$ cat config.mk
export PLATFORM = sky130hd
export DESIGN_NAME = axi_id_remap
export DESIGN_NICKNAME = d
export VERILOG_FILES = /design/src/logic/axi_id_pkg.sv /design/src/logic/remap_pkg.sv /design/src/logic/axi_id_remap.sv /design/src/logic/id_remap_ctrl.sv /design/src/logic/id_remap_table.sv
export VERILOG_INCLUDE_DIRS = /design/src /design/src/include
export SDC_FILE = /design/constraint.sdc
export NUM_CORES = 1
export LEC_CHECK = 0
export BUFFER_PORTS_ARGS = -buffer_cell sky130_fd_sc_hd__buf_4
export CAP_MARGIN = 30
export CORE_MARGIN = 2
export CORE_UTILIZATION = 36
export CTS_CLUSTER_DIAMETER = 200
export DETAILED_ROUTE_END_ITERATION = 8
export PLACE_DENSITY = 0.66
export SETUP_SLACK_MARGIN = 0.05
export SLEW_MARGIN = 20
export SYNTH_ARGS = -nofsm -noshare
export SYNTH_HDL_FRONTEND = slang
export SYNTH_SLANG_ARGS = --single-unit
$ cat constraint.sdc
create_clock -name clk_i -period 5.2 [get_ports clk_i]
set_clock_uncertainty 0.15 [all_clocks]
set_input_delay 0.78 -clock clk_i [delete_from_list [all_inputs] [get_ports clk_i]]
set_output_delay 0.78 -clock clk_i [all_outputs]
set_load 0.02 [all_outputs]
$ cat src/include/remap_defs.svh
// Build-time sizes for the AXI ID remapper, included by its packages and the remap table.
`ifndef REMAP_DEFS_SVH
`define REMAP_DEFS_SVH

// Width of the sparse IDs that arrive on the slave side.
`define REMAP_IN_ID_W 8

// Width of the dense IDs sent to the master side.
// The same value indexes the remap tables.
`define REMAP_OUT_ID_W 2

// Number of table entries.
// This must equal 2 to the power of REMAP_OUT_ID_W so that every index is an entry.
`define REMAP_MAX_UNIQ_IDS 4

// Largest number of transactions one input ID may have in flight.
`define REMAP_MAX_TXNS 3

// Width of the per-entry counter.
// It has to hold the value REMAP_MAX_TXNS.
`define REMAP_CNT_W 2

// Address width of AR and AW.
`define REMAP_ADDR_W 32

// Data width of the R channel.
`define REMAP_DATA_W 32

`endif

$ cat src/logic/axi_id_pkg.sv
// AXI field types for the remapper's slave and master ports; referenced by scoped name.
`default_nettype none

`include "remap_defs.svh"

package axi_id_pkg;

  // Slave-side transaction ID.
  // Only a few of these values are expected to be live at any time.
  typedef logic [`REMAP_IN_ID_W-1:0] in_id_t;

  // Byte address carried on AR and AW.
  typedef logic [`REMAP_ADDR_W-1:0] addr_t;

  // Burst length as AXI4 encodes it, beats minus one.
  typedef logic [7:0] len_t;

  // One beat of read data.
  typedef logic [`REMAP_DATA_W-1:0] data_t;

  // Response code on B and R (OKAY, EXOKAY, SLVERR, DECERR).
  typedef logic [1:0] resp_t;

endpackage

`default_nettype wire

$ cat src/logic/remap_pkg.sv
// Remap table types shared by the ID tables, the request controller and the top level.
`default_nettype none

`include "remap_defs.svh"

package remap_pkg;

  // Dense master-side ID.
  // It doubles as the index of the table entry that holds the mapping.
  typedef logic [`REMAP_OUT_ID_W-1:0] out_id_t;

  // Count of transactions in flight for one table entry.
  // A value of zero marks the entry as free.
  typedef logic [`REMAP_CNT_W-1:0] cnt_t;

endpackage

`default_nettype wire
$ cat src/logic/axi_id_remap.sv
// AXI ID remapper top level: narrows sparse 8-bit IDs to dense 2-bit IDs and restores them.
`timescale 1ns/1ps
`default_nettype none

module axi_id_remap (
  input  logic               clk_i,
  input  logic               rst_n_i,
  // Slave port, AR channel.
  input  logic               s_ar_valid_i,
  input  axi_id_pkg::in_id_t s_ar_id_i,
  input  axi_id_pkg::addr_t  s_ar_addr_i,
  input  axi_id_pkg::len_t   s_ar_len_i,
  output logic               s_ar_ready_o,
  // Slave port, AW channel.
  input  logic               s_aw_valid_i,
  input  axi_id_pkg::in_id_t s_aw_id_i,
  input  axi_id_pkg::addr_t  s_aw_addr_i,
  input  axi_id_pkg::len_t   s_aw_len_i,
  output logic               s_aw_ready_o,
  // Slave port, B channel.
  output logic               s_b_valid_o,
  output axi_id_pkg::in_id_t s_b_id_o,
  output axi_id_pkg::resp_t  s_b_resp_o,
  input  logic               s_b_ready_i,
  // Slave port, R channel.
  output logic               s_r_valid_o,
  output axi_id_pkg::in_id_t s_r_id_o,
  output axi_id_pkg::data_t  s_r_data_o,
  output axi_id_pkg::resp_t  s_r_resp_o,
  output logic               s_r_last_o,
  input  logic               s_r_ready_i,
  // Master port, AR channel.
  output logic               m_ar_valid_o,
  output remap_pkg::out_id_t m_ar_id_o,
  output axi_id_pkg::addr_t  m_ar_addr_o,
  output axi_id_pkg::len_t   m_ar_len_o,
  input  logic               m_ar_ready_i,
  // Master port, AW channel.
  output logic               m_aw_valid_o,
  output remap_pkg::out_id_t m_aw_id_o,
  output axi_id_pkg::addr_t  m_aw_addr_o,
  output axi_id_pkg::len_t   m_aw_len_o,
  input  logic               m_aw_ready_i,
  // Master port, B channel.
  input  logic               m_b_valid_i,
  input  remap_pkg::out_id_t m_b_id_i,
  input  axi_id_pkg::resp_t  m_b_resp_i,
  output logic               m_b_ready_o,
  // Master port, R channel.
  input  logic               m_r_valid_i,
  input  remap_pkg::out_id_t m_r_id_i,
  input  axi_id_pkg::data_t  m_r_data_i,
  input  axi_id_pkg::resp_t  m_r_resp_i,
  input  logic               m_r_last_i,
  output logic               m_r_ready_o
);

  logic               wr_exists, wr_exists_full, wr_full, wr_push, wr_pop;
  logic               rd_exists, rd_exists_full, rd_full, rd_push, rd_pop;
  remap_pkg::out_id_t wr_exists_out_id, wr_free_out_id;
  remap_pkg::out_id_t rd_exists_out_id, rd_free_out_id;

  // Everything except IDs and request handshakes passes straight through.
  assign m_ar_addr_o = s_ar_addr_i;
  assign m_ar_len_o  = s_ar_len_i;
  assign m_aw_addr_o = s_aw_addr_i;
  assign m_aw_len_o  = s_aw_len_i;

  assign s_b_valid_o = m_b_valid_i;
  assign s_b_resp_o  = m_b_resp_i;
  assign m_b_ready_o = s_b_ready_i;

  assign s_r_valid_o = m_r_valid_i;
  assign s_r_data_o  = m_r_data_i;
  assign s_r_resp_o  = m_r_resp_i;
  assign s_r_last_o  = m_r_last_i;
  assign m_r_ready_o = s_r_ready_i;

  // Write table: looked up with the AW ID, retired by B, restores the B ID.
  id_remap_table u_wr_table (
    .clk_i           (clk_i),
    .rst_n_i         (rst_n_i),
    .push_i          (wr_push),
    .push_in_id_i    (s_aw_id_i),
    .push_out_id_i   (m_aw_id_o),
    .lookup_id_i     (s_aw_id_i),
    .exists_o        (wr_exists),
    .exists_full_o   (wr_exists_full),
    .exists_out_id_o (wr_exists_out_id),
    .free_out_id_o   (wr_free_out_id),
    .full_o          (wr_full),
    .pop_i           (wr_pop),
    .pop_out_id_i    (m_b_id_i),
    .pop_in_id_o     (s_b_id_o)
  );

  // Read table: looked up with the AR ID, retired by the last R beat, restores the R ID.
  id_remap_table u_rd_table (
    .clk_i           (clk_i),
    .rst_n_i         (rst_n_i),
    .push_i          (rd_push),
    .push_in_id_i    (s_ar_id_i),
    .push_out_id_i   (m_ar_id_o),
    .lookup_id_i     (s_ar_id_i),
    .exists_o        (rd_exists),
    .exists_full_o   (rd_exists_full),
    .exists_out_id_o (rd_exists_out_id),
    .free_out_id_o   (rd_free_out_id),
    .full_o          (rd_full),
    .pop_i           (rd_pop),
    .pop_out_id_i    (m_r_id_i),
    .pop_in_id_o     (s_r_id_o)
  );

  id_remap_ctrl u_ctrl (
    .clk_i              (clk_i),
    .rst_n_i            (rst_n_i),
    .s_ar_valid_i       (s_ar_valid_i),
    .s_aw_valid_i       (s_aw_valid_i),
    .s_ar_ready_o       (s_ar_ready_o),
    .s_aw_ready_o       (s_aw_ready_o),
    .m_ar_valid_o       (m_ar_valid_o),
    .m_aw_valid_o       (m_aw_valid_o),
    .m_ar_ready_i       (m_ar_ready_i),
    .m_aw_ready_i       (m_aw_ready_i),
    .rd_exists_i        (rd_exists),
    .rd_exists_full_i   (rd_exists_full),
    .rd_full_i          (rd_full),
    .wr_exists_i        (wr_exists),
    .wr_exists_full_i   (wr_exists_full),
    .wr_full_i          (wr_full),
    .rd_exists_out_id_i (rd_exists_out_id),
    .rd_free_out_id_i   (rd_free_out_id),
    .wr_exists_out_id_i (wr_exists_out_id),
    .wr_free_out_id_i   (wr_free_out_id),
    .rd_push_o          (rd_push),
    .wr_push_o          (wr_push),
    .m_ar_id_o          (m_ar_id_o),
    .m_aw_id_o          (m_aw_id_o),
    .m_b_valid_i        (m_b_valid_i),
    .s_b_ready_i        (s_b_ready_i),
    .m_r_valid_i        (m_r_valid_i),
    .m_r_last_i         (m_r_last_i),
    .s_r_ready_i        (s_r_ready_i),
    .wr_pop_o           (wr_pop),
    .rd_pop_o           (rd_pop)
  );

endmodule

`default_nettype wire

$ cat src/logic/id_remap_ctrl.sv
// Request controller of the ID remapper that forwards AR and AW, assigns output IDs and forms pops.
`timescale 1ns/1ps
`default_nettype none

module id_remap_ctrl (
  input  logic               clk_i,
  input  logic               rst_n_i,
  // Request handshakes on the slave side.
  input  logic               s_ar_valid_i,
  input  logic               s_aw_valid_i,
  output logic               s_ar_ready_o,
  output logic               s_aw_ready_o,
  // Request handshakes on the master side.
  output logic               m_ar_valid_o,
  output logic               m_aw_valid_o,
  input  logic               m_ar_ready_i,
  input  logic               m_aw_ready_i,
  // Lookup results from both tables.
  input  logic               rd_exists_i,
  input  logic               rd_exists_full_i,
  input  logic               rd_full_i,
  input  logic               wr_exists_i,
  input  logic               wr_exists_full_i,
  input  logic               wr_full_i,
  input  remap_pkg::out_id_t rd_exists_out_id_i,
  input  remap_pkg::out_id_t rd_free_out_id_i,
  input  remap_pkg::out_id_t wr_exists_out_id_i,
  input  remap_pkg::out_id_t wr_free_out_id_i,
  // Table pushes and the output IDs they use.
  output logic               rd_push_o,
  output logic               wr_push_o,
  output remap_pkg::out_id_t m_ar_id_o,
  output remap_pkg::out_id_t m_aw_id_o,
  // Response handshakes that retire transactions.
  input  logic               m_b_valid_i,
  input  logic               s_b_ready_i,
  input  logic               m_r_valid_i,
  input  logic               m_r_last_i,
  input  logic               s_r_ready_i,
  output logic               wr_pop_o,
  output logic               rd_pop_o
);

  // The hold states remember which master channel still waits for ready.
  typedef enum logic [1:0] {
    st_ready,
    st_hold_ar,
    st_hold_aw,
    st_hold_ax
  } state_t;

  state_t             state_q;
  state_t             state_d;
  remap_pkg::out_id_t ar_id_q;
  remap_pkg::out_id_t aw_id_q;
  logic               ar_load;
  logic               aw_load;
  logic               rd_ok;
  logic               wr_ok;

  // A request may go if its ID is live below the limit, or new with a free entry left.
  assign rd_ok = rd_exists_i ? !rd_exists_full_i : !rd_full_i;
  assign wr_ok = wr_exists_i ? !wr_exists_full_i : !wr_full_i;

  // A write retires on its B handshake, a read on the handshake of its last R beat.
  assign wr_pop_o = m_b_valid_i && s_b_ready_i;
  assign rd_pop_o = m_r_valid_i && s_r_ready_i && m_r_last_i;

  always_comb begin
    m_ar_valid_o = 1'b0;
    m_aw_valid_o = 1'b0;
    s_ar_ready_o = 1'b0;
    s_aw_ready_o = 1'b0;
    rd_push_o    = 1'b0;
    wr_push_o    = 1'b0;
    // Outside of Ready the held IDs are shown, which keeps them stable under back-pressure.
    m_ar_id_o    = ar_id_q;
    m_aw_id_o    = aw_id_q;
    ar_load      = 1'b0;
    aw_load      = 1'b0;
    state_d      = state_q;

    case (state_q)
      st_ready: begin
        // Reuse keeps per-ID ordering; a new ID takes the lowest free entry.
        m_ar_id_o = rd_exists_i ? rd_exists_out_id_i : rd_free_out_id_i;
        m_aw_id_o = wr_exists_i ? wr_exists_out_id_i : wr_free_out_id_i;

        // The push happens in the first cycle, even if the master is not ready yet.
        if (s_ar_valid_i && rd_ok) begin
          m_ar_valid_o = 1'b1;
          rd_push_o    = 1'b1;
          s_ar_ready_o = m_ar_ready_i;
          ar_load      = !m_ar_ready_i;
        end
        if (s_aw_valid_i && wr_ok) begin
          m_aw_valid_o = 1'b1;
          wr_push_o    = 1'b1;
          s_aw_ready_o = m_aw_ready_i;
          aw_load      = !m_aw_ready_i;
        end

        case ({ar_load, aw_load})
          2'b11:   state_d = st_hold_ax;
          2'b10:   state_d = st_hold_ar;
          2'b01:   state_d = st_hold_aw;
          default: state_d = st_ready;
        endcase
      end

      st_hold_ar: begin
        m_ar_valid_o = 1'b1;
        s_ar_ready_o = m_ar_ready_i;
        if (m_ar_ready_i) begin
          state_d = st_ready;
        end
      end

      st_hold_aw: begin
        m_aw_valid_o = 1'b1;
        s_aw_ready_o = m_aw_ready_i;
        if (m_aw_ready_i) begin
          state_d = st_ready;
        end
      end

      st_hold_ax: begin
        m_ar_valid_o = 1'b1;
        s_ar_ready_o = m_ar_ready_i;
        m_aw_valid_o = 1'b1;
        s_aw_ready_o = m_aw_ready_i;
        // Whichever channel finishes first leaves the other one holding.
        case ({m_ar_ready_i, m_aw_ready_i})
          2'b11:   state_d = st_ready;
          2'b10:   state_d = st_hold_aw;
          2'b01:   state_d = st_hold_ar;
          default: state_d = st_hold_ax;
        endcase
      end

      default: state_d = st_ready;
    endcase
  end

  always_ff @(posedge clk_i) begin
    if (!rst_n_i) begin
      state_q <= st_ready;
    end else begin
      state_q <= state_d;
    end
  end

  // The held IDs are captured only on the cycle a request meets back-pressure.
  always_ff @(posedge clk_i) begin
    if (ar_load) begin
      ar_id_q <= m_ar_id_o;
    end
    if (aw_load) begin
      aw_id_q <= m_aw_id_o;
    end
  end

  // A request the master has not taken is still offered, unchanged, one cycle later.
  assert property (@(posedge clk_i) disable iff (!rst_n_i)
    m_ar_valid_o && !m_ar_ready_i |=> m_ar_valid_o && $stable(m_ar_id_o))
    else $error("AR valid dropped or ID changed under back-pressure");
  assert property (@(posedge clk_i) disable iff (!rst_n_i)
    m_aw_valid_o && !m_aw_ready_i |=> m_aw_valid_o && $stable(m_aw_id_o))
    else $error("AW valid dropped or ID changed under back-pressure");

  // The slave only sees acceptance when the master takes the request too.
  // A held request must also still be offered by the slave when the master takes it.
  assert property (@(posedge clk_i) disable iff (!rst_n_i)
    (s_ar_valid_i && s_ar_ready_o) == (m_ar_valid_o && m_ar_ready_i))
    else $error("AR transfer on one side without a transfer on the other");
  assert property (@(posedge clk_i) disable iff (!rst_n_i)
    (s_aw_valid_i && s_aw_ready_o) == (m_aw_valid_o && m_aw_ready_i))
    else $error("AW transfer on one side without a transfer on the other");

endmodule

`default_nettype wire

$ cat src/logic/id_remap_table.sv
// Remap table for one direction: maps input IDs to output IDs and counts what is in flight.
`timescale 1ns/1ps
`default_nettype none

`include "remap_defs.svh"

module id_remap_table (
  input  logic                 clk_i,
  input  logic                 rst_n_i,
  // Push side, used when a request is forwarded.
  input  logic                 push_i,
  input  axi_id_pkg::in_id_t   push_in_id_i,
  input  remap_pkg::out_id_t   push_out_id_i,
  // Lookup of the ID of the request that is waiting on the slave side.
  input  axi_id_pkg::in_id_t   lookup_id_i,
  output logic                 exists_o,
  output logic                 exists_full_o,
  output remap_pkg::out_id_t   exists_out_id_o,
  // Lowest free entry, only meaningful while full_o is low.
  output remap_pkg::out_id_t   free_out_id_o,
  output logic                 full_o,
  // Pop side, driven by the last response of a transaction.
  input  logic                 pop_i,
  input  remap_pkg::out_id_t   pop_out_id_i,
  output axi_id_pkg::in_id_t   pop_in_id_o
);

  // Counter value at which an entry accepts no further push.
  localparam remap_pkg::cnt_t cnt_max = remap_pkg::cnt_t'(`REMAP_MAX_TXNS);

  // One table entry is the input ID that owns it plus its in-flight count.
  typedef struct packed {
    axi_id_pkg::in_id_t in_id;
    remap_pkg::cnt_t    cnt;
  } entry_t;

  entry_t entry_q [`REMAP_MAX_UNIQ_IDS];
  entry_t entry_d [`REMAP_MAX_UNIQ_IDS];

  // One bit per entry: the entry is idle, or it is live and owned by the lookup ID.
  logic [`REMAP_MAX_UNIQ_IDS-1:0] free_vec;
  logic [`REMAP_MAX_UNIQ_IDS-1:0] match;

  // Each entry gets its own comparator against the lookup ID.
  // An entry with a zero count never matches, whatever ID it still holds.
  always_comb begin
    for (int i = 0; i < `REMAP_MAX_UNIQ_IDS; i++) begin
      free_vec[i] = (entry_q[i].cnt == '0);
      match[i]    = (entry_q[i].cnt != '0) && (entry_q[i].in_id == lookup_id_i);
    end
  end

  // Lowest-index search over the free entries.
  // Walking downwards lets the lowest free index win the last assignment.
  always_comb begin
    free_out_id_o = '0;
    for (int i = `REMAP_MAX_UNIQ_IDS - 1; i >= 0; i--) begin
      if (free_vec[i]) begin
        free_out_id_o = remap_pkg::out_id_t'(i);
      end
    end
  end

  assign full_o = ~|free_vec;

  // At most one bit of match is set, so encoding it is a plain OR of indices.
  always_comb begin
    exists_out_id_o = '0;
    for (int i = 0; i < `REMAP_MAX_UNIQ_IDS; i++) begin
      if (match[i]) begin
        exists_out_id_o = remap_pkg::out_id_t'(i);
      end
    end
  end

  assign exists_o      = |match;
  assign exists_full_o = (entry_q[exists_out_id_o].cnt == cnt_max);

  // The response path reads back the original ID straight from the registered table.
  assign pop_in_id_o = entry_q[pop_out_id_i].in_id;

  // Next table state.
  // Push and pop are applied one after the other, so both on one entry cancel out.
  always_comb begin
    entry_d = entry_q;
    if (push_i) begin
      entry_d[push_out_id_i].in_id = push_in_id_i;
      entry_d[push_out_id_i].cnt   = entry_d[push_out_id_i].cnt + remap_pkg::cnt_t'(1);
    end
    if (pop_i) begin
      entry_d[pop_out_id_i].cnt = entry_d[pop_out_id_i].cnt - remap_pkg::cnt_t'(1);
    end
  end

  // Only the counters are cleared on reset.
  // The stored IDs are ignored until their counter becomes nonzero.
  always_ff @(posedge clk_i) begin
    if (!rst_n_i) begin
      for (int i = 0; i < `REMAP_MAX_UNIQ_IDS; i++) begin
        entry_q[i].cnt <= '0;
      end
    end else begin
      entry_q <= entry_d;
    end
  end

  // The controller must hold back a request whose ID is already at its limit.
  assert property (@(posedge clk_i) disable iff (!rst_n_i)
    push_i |-> entry_q[push_out_id_i].cnt != cnt_max)
    else $error("push into an entry that is already at the per-ID limit");

  // A response may only retire an output ID that has something in flight.
  assert property (@(posedge clk_i) disable iff (!rst_n_i)
    pop_i |-> entry_q[pop_out_id_i].cnt != '0)
    else $error("pop of an output ID with nothing in flight");

  // Reuse on push keeps every live input ID in a single entry.
  assert property (@(posedge clk_i) disable iff (!rst_n_i)
    $onehot0(match))
    else $error("input ID found in more than one live entry");

endmodule

`default_nettype wire

==> out/results.ini, run 1 <==
[timing]
maxSlewHeadroom_pct = 40.33
setup_ws_ns = 1.238
worst_pin_slew_ns = 0.8917
drv_slew = 0
rsz0062_at_grt = no
hold_violations = 0
min_period_over_period_pct = 76.20
setup_viol = 0
fin_tns_setup_ns = 0
fmax_ghz = 0.2524
period_minus_slack_ns = 3.962

[flow_run]
max_cap_violations = 0

[floorplanning]
std_cell_rows = 46
die_w_microns = 130.8
io-pin-count = 292
die_h_microns = 130.8
dieArea_sq_mm = 0.01712
core_sq_mm = 0.01583
start_util_pct = 36.58

[global_route]
grt_start_max_net_pins = 23
antenna_found_initial = 1
overflow = 0
grt_usage_pct = 18.86
first_global_vias = 3584
grt_pass1_wl_mm = 22.90

[setup_path]
worstSetupEndpoint = s_ar_ready_o
end_kind = primary output
r2r_setup_slack_ns = 1.85
critical_path_class = in -> out
worstPathArrival_ns = 3.03
cp-startpoint = s_ar_id_i[3]
worst-path-max-fanout = 10
r2r_cells = 7
start_kind = primary input
required_ns = 4.27

[logic_synthesis]
synthTopCellsByCount = buf_4, edfxtp_1, xnor2_1
synth_area_sq_mm = 0.005791
ys_seq_area_share_pct = 41.49
synth.area.top_cells = edfxtp_1, buf_4, xnor2_1
yosysTopAreaCell = edfxtp_1
synth_ff_type = edfxtp_1
ys_ff_latch = 86
synth_cell_type_count = 58
synth_fp_nets = 680
yosys.area.top_type_share_pct = 35.26
yosysMostFrequentCell = buf_4
synth-edff-count = 68
avgSynthCellArea_sq_um = 10.86
postSynth.asyncResetShare_pct = 0
ys.warnings.count = 0
synthCells = 533

[power]
pwr_density_cell_mw_per_mm2 = 335.4
p_leak_uw = 0.001997
ir_drop_v = 0.0002626

[route]
ant_nets = 0
dr.first_iter.drc_count = 245
drt_first_pass_iters = 4
drt_wl_total_mm = 16.59
drc = 0
wl_per_cell_microns = 24.18
viasPerCell = 5.344
vias = 3666

[cts]
cts_buffers = 9
cts_root_buffer = clkbuf_16
clock_latency_ns = 0.35
htree_levels = 3
cts_setup_buffers = 0
tritoncts = built
cts.sinks = 86
cts_buffer_depth = 2
cts_hold_buf = 0
post_cts_resized = 0
clk_pin_slew_ns = 0.06

[place]
place_area_sq_mm = 0.005488
place_congestion = 0.8667
io_buffers = 59
hpwl_mm = 13.06
placed_cells = 669
dp_slack_ns = 1.235

[cells_and_area]
area_growth_syn_to_layout_pct = -0.1729
fin_nets = 611
fin_area_sq_mm = 0.005781
layout-drive-gt1-share_pct = 23.24
postLayoutCoreUtil_pct = 36.52
stdcell_count = 686

[worst_hold_path]
hold_path.class = reg -> reg

[outcome]
outcome = complete, no violations

layout make-up:
class	count	area (sq um)
Fill cell	1550	10050
Sequential cell	86	2402
Multi-Input combinational cell	295	2302
Timing Repair Buffer	64	480.5
Tap cell	216	270.3
Clock buffer	9	225.2
Clock inverter	7	65.06
Inverter	8	32.53
Antenna cell	1	2.502
per-stage QoR:
step                      total power, uW  hold WS [ns]
final                                1939        0.4309
after floorplan                      1313        0.3705
after global placement               1311        0.4014
after global routing                 2021        0.4481
after CTS                            1958        0.4311
after detailed placement             1320        0.4123
critical path: stages:
cell	delay, ns
buf_4	0.15
xnor2_1	0.17
nand3_1	0.11
or4_4	0.53
mux2i_1	0.23
o31a_1	0.47
nor2_1	0.08
nor2_1	0.26
nor2b_1	0.08
buf_4	0.16
cell families (layout without fill, tap and decap cells):
kind of cell           Yosys count  in the layout  share of synthesized area, %
buffers and inverters          152             88                         18.76
other                            0              1                             0
multiplexers                    24             24                         7.606
XOR/XNOR                        88             88                         13.31
AO/OA/AOI/OAI                   50             50                         6.785
flip-flops                      86             86                         41.49
AND/OR/NAND/NOR                133            133                         12.06
power breakdown:
part	internal [uW]	switching (uW)	leakage [uW]
Sequential	798	59.3	0.000766
Clock	368	262	0.000144
Combinational	191	261	0.00109
Total	1360	582	0.00200
worst min-delay path by stage:
stage / startpoint / endpoint / cells after the start
floorplan: u_wr_table.entry_q[11] / u_wr_table.entry_q[11] / 2
global placement: u_wr_table.entry_q[11] / u_wr_table.entry_q[11] / 2
detailed placement: u_wr_table.entry_q[11] / u_wr_table.entry_q[11] / 2
CTS: u_wr_table.entry_q[11] / u_wr_table.entry_q[11] / 2
global route: u_wr_table.entry_q[11] / u_wr_table.entry_q[11] / 2
finish: u_wr_table.entry_q[11] / u_wr_table.entry_q[11] / 2
per-layer routing:
layer,vias up,global-route usage (%),routed length [microns]
met2,271,29.69,7946
met4,6,6.884,320
met5,-,8.235,189
met1,1713,19.23,5387
li1,1633,-,-
met3,43,13.15,2744
cells in the final DEF (no fill, tap or decap), types with 2 or more instances in the layout:
cell / Yosys / layout
mux4_2: 16 / 16
nand2_1: 11 / 11
nor3_1: 17 / 17
a31oi_1: 6 / 6
o21ai_0: 8 / 8
mux2i_1: 8 / 8
a21oi_1: 5 / 5
a211oi_1: 3 / 3
a221oi_1: 2 / 2
nand3b_1: 2 / 2
dfxtp_1: 18 / 18
nor4_2: 2 / 2
xnor2_1: 52 / 52
and2_1: 7 / 7
or3_1: 3 / 3
nor2_1: 45 / 45
inv_1: 7 / 7
o21bai_1: 2 / 2
clkinv_4: 0 / 2
o211ai_1: 2 / 2
o21ai_1: 2 / 2
nand4_1: 13 / 13
clkinv_2: 0 / 2
buf_4: 121 / 64
xor2_1: 36 / 36
a41oi_1: 2 / 2
and3_1: 3 / 3
o22ai_1: 2 / 2
nor4_1: 9 / 9
clkinv_1: 0 / 2
clkbuf_16: 0 / 9
nor2b_1: 3 / 3
edfxtp_1: 68 / 68
nand2b_1: 2 / 2
nor3_2: 2 / 2
nand3_1: 9 / 9
Note: power is estimated with default switching activity, not from simulation.
==> run 2, diff against run 1 <==
Settings changed: PLACE_DENSITY 0.66 to 0.68.
Clock period 5.2 ns to 3.3 ns, I/O delays scaled along.
==> run 2 against run 1 <==
Effect of this change:
- first-iteration DRC count down 14%
- die area did not move
- hold slack lost 0.26 ns
- sequential share of layout area is 1.3 points lower
- sequential cell count unchanged
- wire length is 16% higher
- power increased by 62%
- combinational power increased by 75%
- via count grew 2.3%
- core utilization increased by 1.2 points
- highest routed layer unchanged
==> out/results.ini, run 2 (synthesized netlist as in run 1, its figures left out) <==
[place]
hpwl_mm = 15.97
place_congestion = 0.9250
place_area_sq_mm = 0.005568
io_buffers = 59

[setup_path]
path_cells = xnor2_2, nand4_1, or4_4, mux2i_2, o31a_1, nor2_2, nor2_4, nor2b_4, buf_6
r2r_cells = 10
worst-path-stages = 9
worstPathArrival_ns = 2.62
r2r_setup_slack_ns = 0.24
critical_path_class = reg -> out
required_ns = 2.65
start_kind = register
end_kind = primary output
worst-path-buf-inv = 1
crit_family = simple AND/OR/NAND/NOR gates
rr_endpoint = u_rd_table.entry_q[21]
worst-path-max-fanout = 4
slowest_stage = or4_4
max_stage_delay_ns = 0.53

[timing]
setup_viol = 0
worst_pin_slew_ns = 0.7672
hold_violations = 0
fmax_ghz = 0.3067
holdWs_ns = 0.1754
drv_slew = 0
maxSlewHeadroom_pct = 48.79
rsz0062_at_grt = yes
period_minus_slack_ns = 3.260
min_period_over_period_pct = 98.79

[floorplanning]
start_util_pct = 36.58
std_cell_rows = 46
die_h_microns = 130.8
dieArea_sq_mm = 0.01712
io-pin-count = 292
core_sq_mm = 0.01583
die_w_microns = 130.8

[global_route]
grt_start_max_net_pins = 23
antenna_found_initial = 0
first_global_vias = 3857
grt_usage_pct = 21.91
grt_pass1_wl_mm = 26.72
overflow = 0

[power]
ir_drop_v = 0.0002607
pwr_density_cell_mw_per_mm2 = 526.7
p_leak_uw = 0.002073

[cells_and_area]
fin_nets = 623
area_growth_syn_to_layout_pct = 3.003
diodes = 0
final-seq-area_sq_mm = 0.002402
fillers = 1526
fin_area_sq_mm = 0.005964
multi_input_area_sq_mm = 0.002389
layout_common_cells = buf_4, edfxtp_1, xnor2_1, nor2_1, xor2_1
final_common_cell = buf_4
layout-drive-gt1-share_pct = 28.13
postLayoutCoreUtil_pct = 37.68

[cts]
htree_levels = 3
cts_buffers = 9
cts_root_buffer = clkbuf_16
cts.sinks = 86
tritoncts = built
cts_hold_buf = 0
clock_latency_ns = 0.34
cts_buffer_depth = 2
clk_pin_slew_ns = 0.07

[route]
dr_wl_met2_mm = 9.076
top_layer_used = met5
vias = 3750
viasPerCell = 5.388
wl_per_cell_microns = 27.74
drt_first_pass_iters = 5
drc = 0
route.met3.wl_mm = 4.509
ant_nets = 0
dr.first_iter.drc_count = 211
drt_wl_total_mm = 19.31
wl_met1_mm = 5.493

[worst_hold_path]
hp-start = m_aw_ready_i
holdPathEnd = u_ctrl.state_q[1]
whs_path_depth = 2
hold_path.class = in -> reg

[outcome]
outcome = complete, no violations

[flow_run]
max_cap_violations = 0

run 2: changes by cell type in the layout (fill, tap and decap cells not counted), moves of 2 or more:
cell        previous run  this run
xnor2_2                0         2
clkinv_1               2         0
clkinvlp_4             0         2
nor4_1                 9         7
clkinv_2               2         0
buf_4                 64        75
nor4_4                 0         2
xnor2_1               52        50
nor2_2                 0         2
nor2_1                45        42
run 2: worst max path at each step:
| stage | from | endpoint | slack (ns) |
|---|---|---|---|
| after CTS | register | s_aw_ready_o | 0.03 |
| after detailed placement | s_aw_id_i[6] | register | 0.03 |
| after floorplan | s_ar_id_i[4] | register | 0.01 |
| after global routing | register | s_ar_ready_o | -0.07 |
| final | register | s_ar_ready_o | 0.04 |
| after global placement | s_aw_id_i[6] | register | 0.12 |
run 2: metrics by stage:
stage | power (uW) | setup slack (ns) | cells | setup TNS (ns)
6_report | 3141 | 0.03997 | 696 | 0
3_5_place_dp | 2119 | 0.02945 | 678 | 0
5_1_grt | 3282 | -0.06658 | 696 | -0.1185
2_1_floorplan | 2072 | 0.01288 | 533 | 0
4_1_cts | 3141 | 0.02942 | 693 | 0
3_3_place_gp | 2098 | 0.1218 | 678 | 0
run 2: worst register-to-register path: cells and delay by family, from the launching register on:
family / cells / cell delay (ns)
AO/OA/AOI/OAI: 4 / 0.96
XOR/XNOR: 1 / 0.19
buffers and inverters: 1 / 0.16
flip-flops: 1 / 0.45
AND/OR/NAND/NOR: 4 / 1.06
run 2: power by group:
| part | internal, uW | total, uW | switching (uW) |
|---|---|---|---|
| clock network | 588 | 1020 | 434 |
| logic | 336 | 787 | 450 |
| registers | 1260 | 1330 | 76.8 |
| total | 2180 | 3140 | 961 |
run 2: routing by layer:
metal / vias up / GRT usage, %
li1: 1658 / -
met1: 1778 / 20.17
met2: 298 / 35.45
met3: 14 / 20.89
met4: 2 / 4.193
met5: - / 2.353
run 2: timing repair:
| item | in CTS | in global routing |
|---|---|---|
| buffers inserted | 0 | 3 |
| gates resized for setup | 2 | 15 |
| pin swaps | 0 | 9 |
| setup endpoints to repair | 2 | 4 |
run 2: cell type report:
class | count | share of cell area (%)
flip-flops and latches | 86 | 40.28
clock buffers | 9 | 3.776
well taps | 216 | 4.531
repair buffers | 76 | 9.629
multi-input cells | 295 | 40.05
inverters | 8 | 0.5454
clock inverters | 6 | 1.196
==> run 3, diff against run 2 <==
Settings changed: PLACE_DENSITY 0.68 to 0.66.
Clock period 3.3 ns to 3.14 ns, I/O delays scaled along.
==> run 3 against run 2 <==
Effect of this change:
- non-clock buffer count grew 13
- final cell count rose by 2.0%
- critical path type unchanged
- sequential share of layout area shrank 0.92 points
- sequential power grew 5%
- largest cell class is now multi-input combinational cells
- combinational power grew 11%
- hold slack lost 0.023 ns
- first-iteration DRC count down 2.8%
- count of clock-buffer cells in the layout is 1 higher
- highest routed layer unchanged
- global-route usage decreased by 0.75 points
==> out/results.ini, run 3 (synthesized netlist as in run 1, its figures left out) <==
[outcome]
outcome = complete, no violations

[setup_path]
critical_path_class = reg -> out
worstPathArrival_ns = 2.49
required_ns = 2.52
end_kind = primary output
start_kind = register
worst-path-max-fanout = 4

[route]
wl_per_cell_microns = 27.36
wl_met1_mm = 5.650
route.met3.wl_mm = 4.070
drt_first_pass_iters = 5
dr.first_iter.drc_count = 205
drt_wl_total_mm = 19.43
drc = 0
ant_nets = 0
top_layer_used = met5
dr_wl_met2_mm = 9.268
viasPerCell = 5.363
vias = 3808

[place]
hpwl_mm = 15.64
place_area_sq_mm = 0.005654
place_congestion = 0.8880
io_buffers = 59

[floorplanning]
std_cell_rows = 46
dieArea_sq_mm = 0.01712
core_sq_mm = 0.01583
start_util_pct = 36.58
die_h_microns = 130.8
die_w_microns = 130.8
io-pin-count = 292

[cells_and_area]
layout_common_cells = buf_4, edfxtp_1, xnor2_1, nor2_1, xor2_1
diodes = 0
layout-drive-gt1-share_pct = 31.17
fin_nets = 636
fin_area_sq_mm = 0.006103
area_growth_syn_to_layout_pct = 5.402
final_common_cell = buf_4

[power]
p_leak_uw = 0.002146
ir_drop_v = 0.0003446
pwr_density_cell_mw_per_mm2 = 550.8

[timing]
rsz0062_at_grt = yes
drv_slew = 0
setup_viol = 0
maxSlewHeadroom_pct = 48.43
worst_pin_slew_ns = 0.7726
hold_violations = 0
holdWs_ns = 0.1523
period_minus_slack_ns = 3.108
min_period_over_period_pct = 98.99
fmax_ghz = 0.3217

[cts]
cts_buffer_depth = 2
clk_pin_slew_ns = 0.07
tritoncts = built
cts.sinks = 86
cts_root_buffer = clkbuf_16
clock_latency_ns = 0.35
cts_hold_buf = 0
cts_buffers = 9
htree_levels = 3

[global_route]
grt_usage_pct = 21.15
overflow = 0
grt_pass1_wl_mm = 25.54
antenna_found_initial = 0
first_global_vias = 3696
grt_start_max_net_pins = 23

[flow_run]
max_cap_violations = 0

[worst_hold_path]
hold_path.class = in -> reg

-- run 3: cell types whose count changed in the layout (fill, tap and decap cells not counted), sizes merged --
cell / before / now
clkbuf: 9 / 10
clkinv: 2 / 0
inv: 9 / 10
clkinvlp: 2 / 3
buf: 76 / 89
-- run 3: metal layers --
layer | global-route usage [%] | up-vias
met4 | 5.820 | 2
met2 | 34.77 | 276
li1 | - | 1688
met1 | 19.37 | 1813
met5 | 1.471 | -
met3 | 18.57 | 29
-- run 3: critical path: stages, from the launching register on --
cell and delay, ns:
edfxtp_1 0.42, xnor2_1 0.16, nand3_1 0.10, or4_4 0.53
and3_4 0.20, o31a_1 0.30, nor2_2 0.10, nor2_2 0.06
nor2b_1 0.12, buf_4 0.15
-- run 3: path summary, 6_finish.rpt --
kind	cells after the start	end	slack, ns	from
max reg2reg	10	u_wr_table.entry_q[31]	0.14	register
min	2	u_ctrl.state_q[0]	0.15	m_ar_ready_i
max	9	s_ar_ready_o	0.03	register
min reg2reg	2	u_wr_table.entry_q[11]	0.44	u_wr_table.entry_q[11]
-- run 3: cell type report --
cell class                      count  area [sq um]
Tap cell                          216         270.3
Clock buffer                       10         229.0
Timing Repair Buffer               89         668.1
Clock inverter                      6         70.07
Inverter                            8         32.53
Sequential cell                    86          2402
Fill cell                        1502          9724
Multi-Input combinational cell    295          2431
-- run 3: stage by stage --
stage | util (%) | setup WS, ns | total power (uW) | cells | TNS (ns)
finish | 38.56 | 0.03170 | 3362 | 710 | 0
global route | 38.56 | -0.07697 | 3496 | 710 | -0.1372
CTS | 37.82 | -0.01755 | 3340 | 705 | -0.03431
detailed placement | 35.72 | 0.03504 | 2253 | 687 | 0
global placement | 35.72 | 0.06353 | 2237 | 687 | 0
floorplan | - | -0.1231 | 2180 | 533 | -1.970
-- run 3: repair_timing --
item                                   in CTS  in global routing
setup buffers                               2                  6
pin swaps                                   2                 11
cloned                                      0                  0
resized for setup                           3                 18
setup endpoints to repair                   5                 10
endpoints found under the hold margin       0                  0
-- run 3: power breakdown --
part / total [uW] / leakage (uW) / internal [uW] / switching, uW
sequential: 1400 / 0.000766 / 1320 / 83.2
combinational: 874 / 0.00124 / 384 / 491
clock: 1080 / 0.000136 / 622 / 461
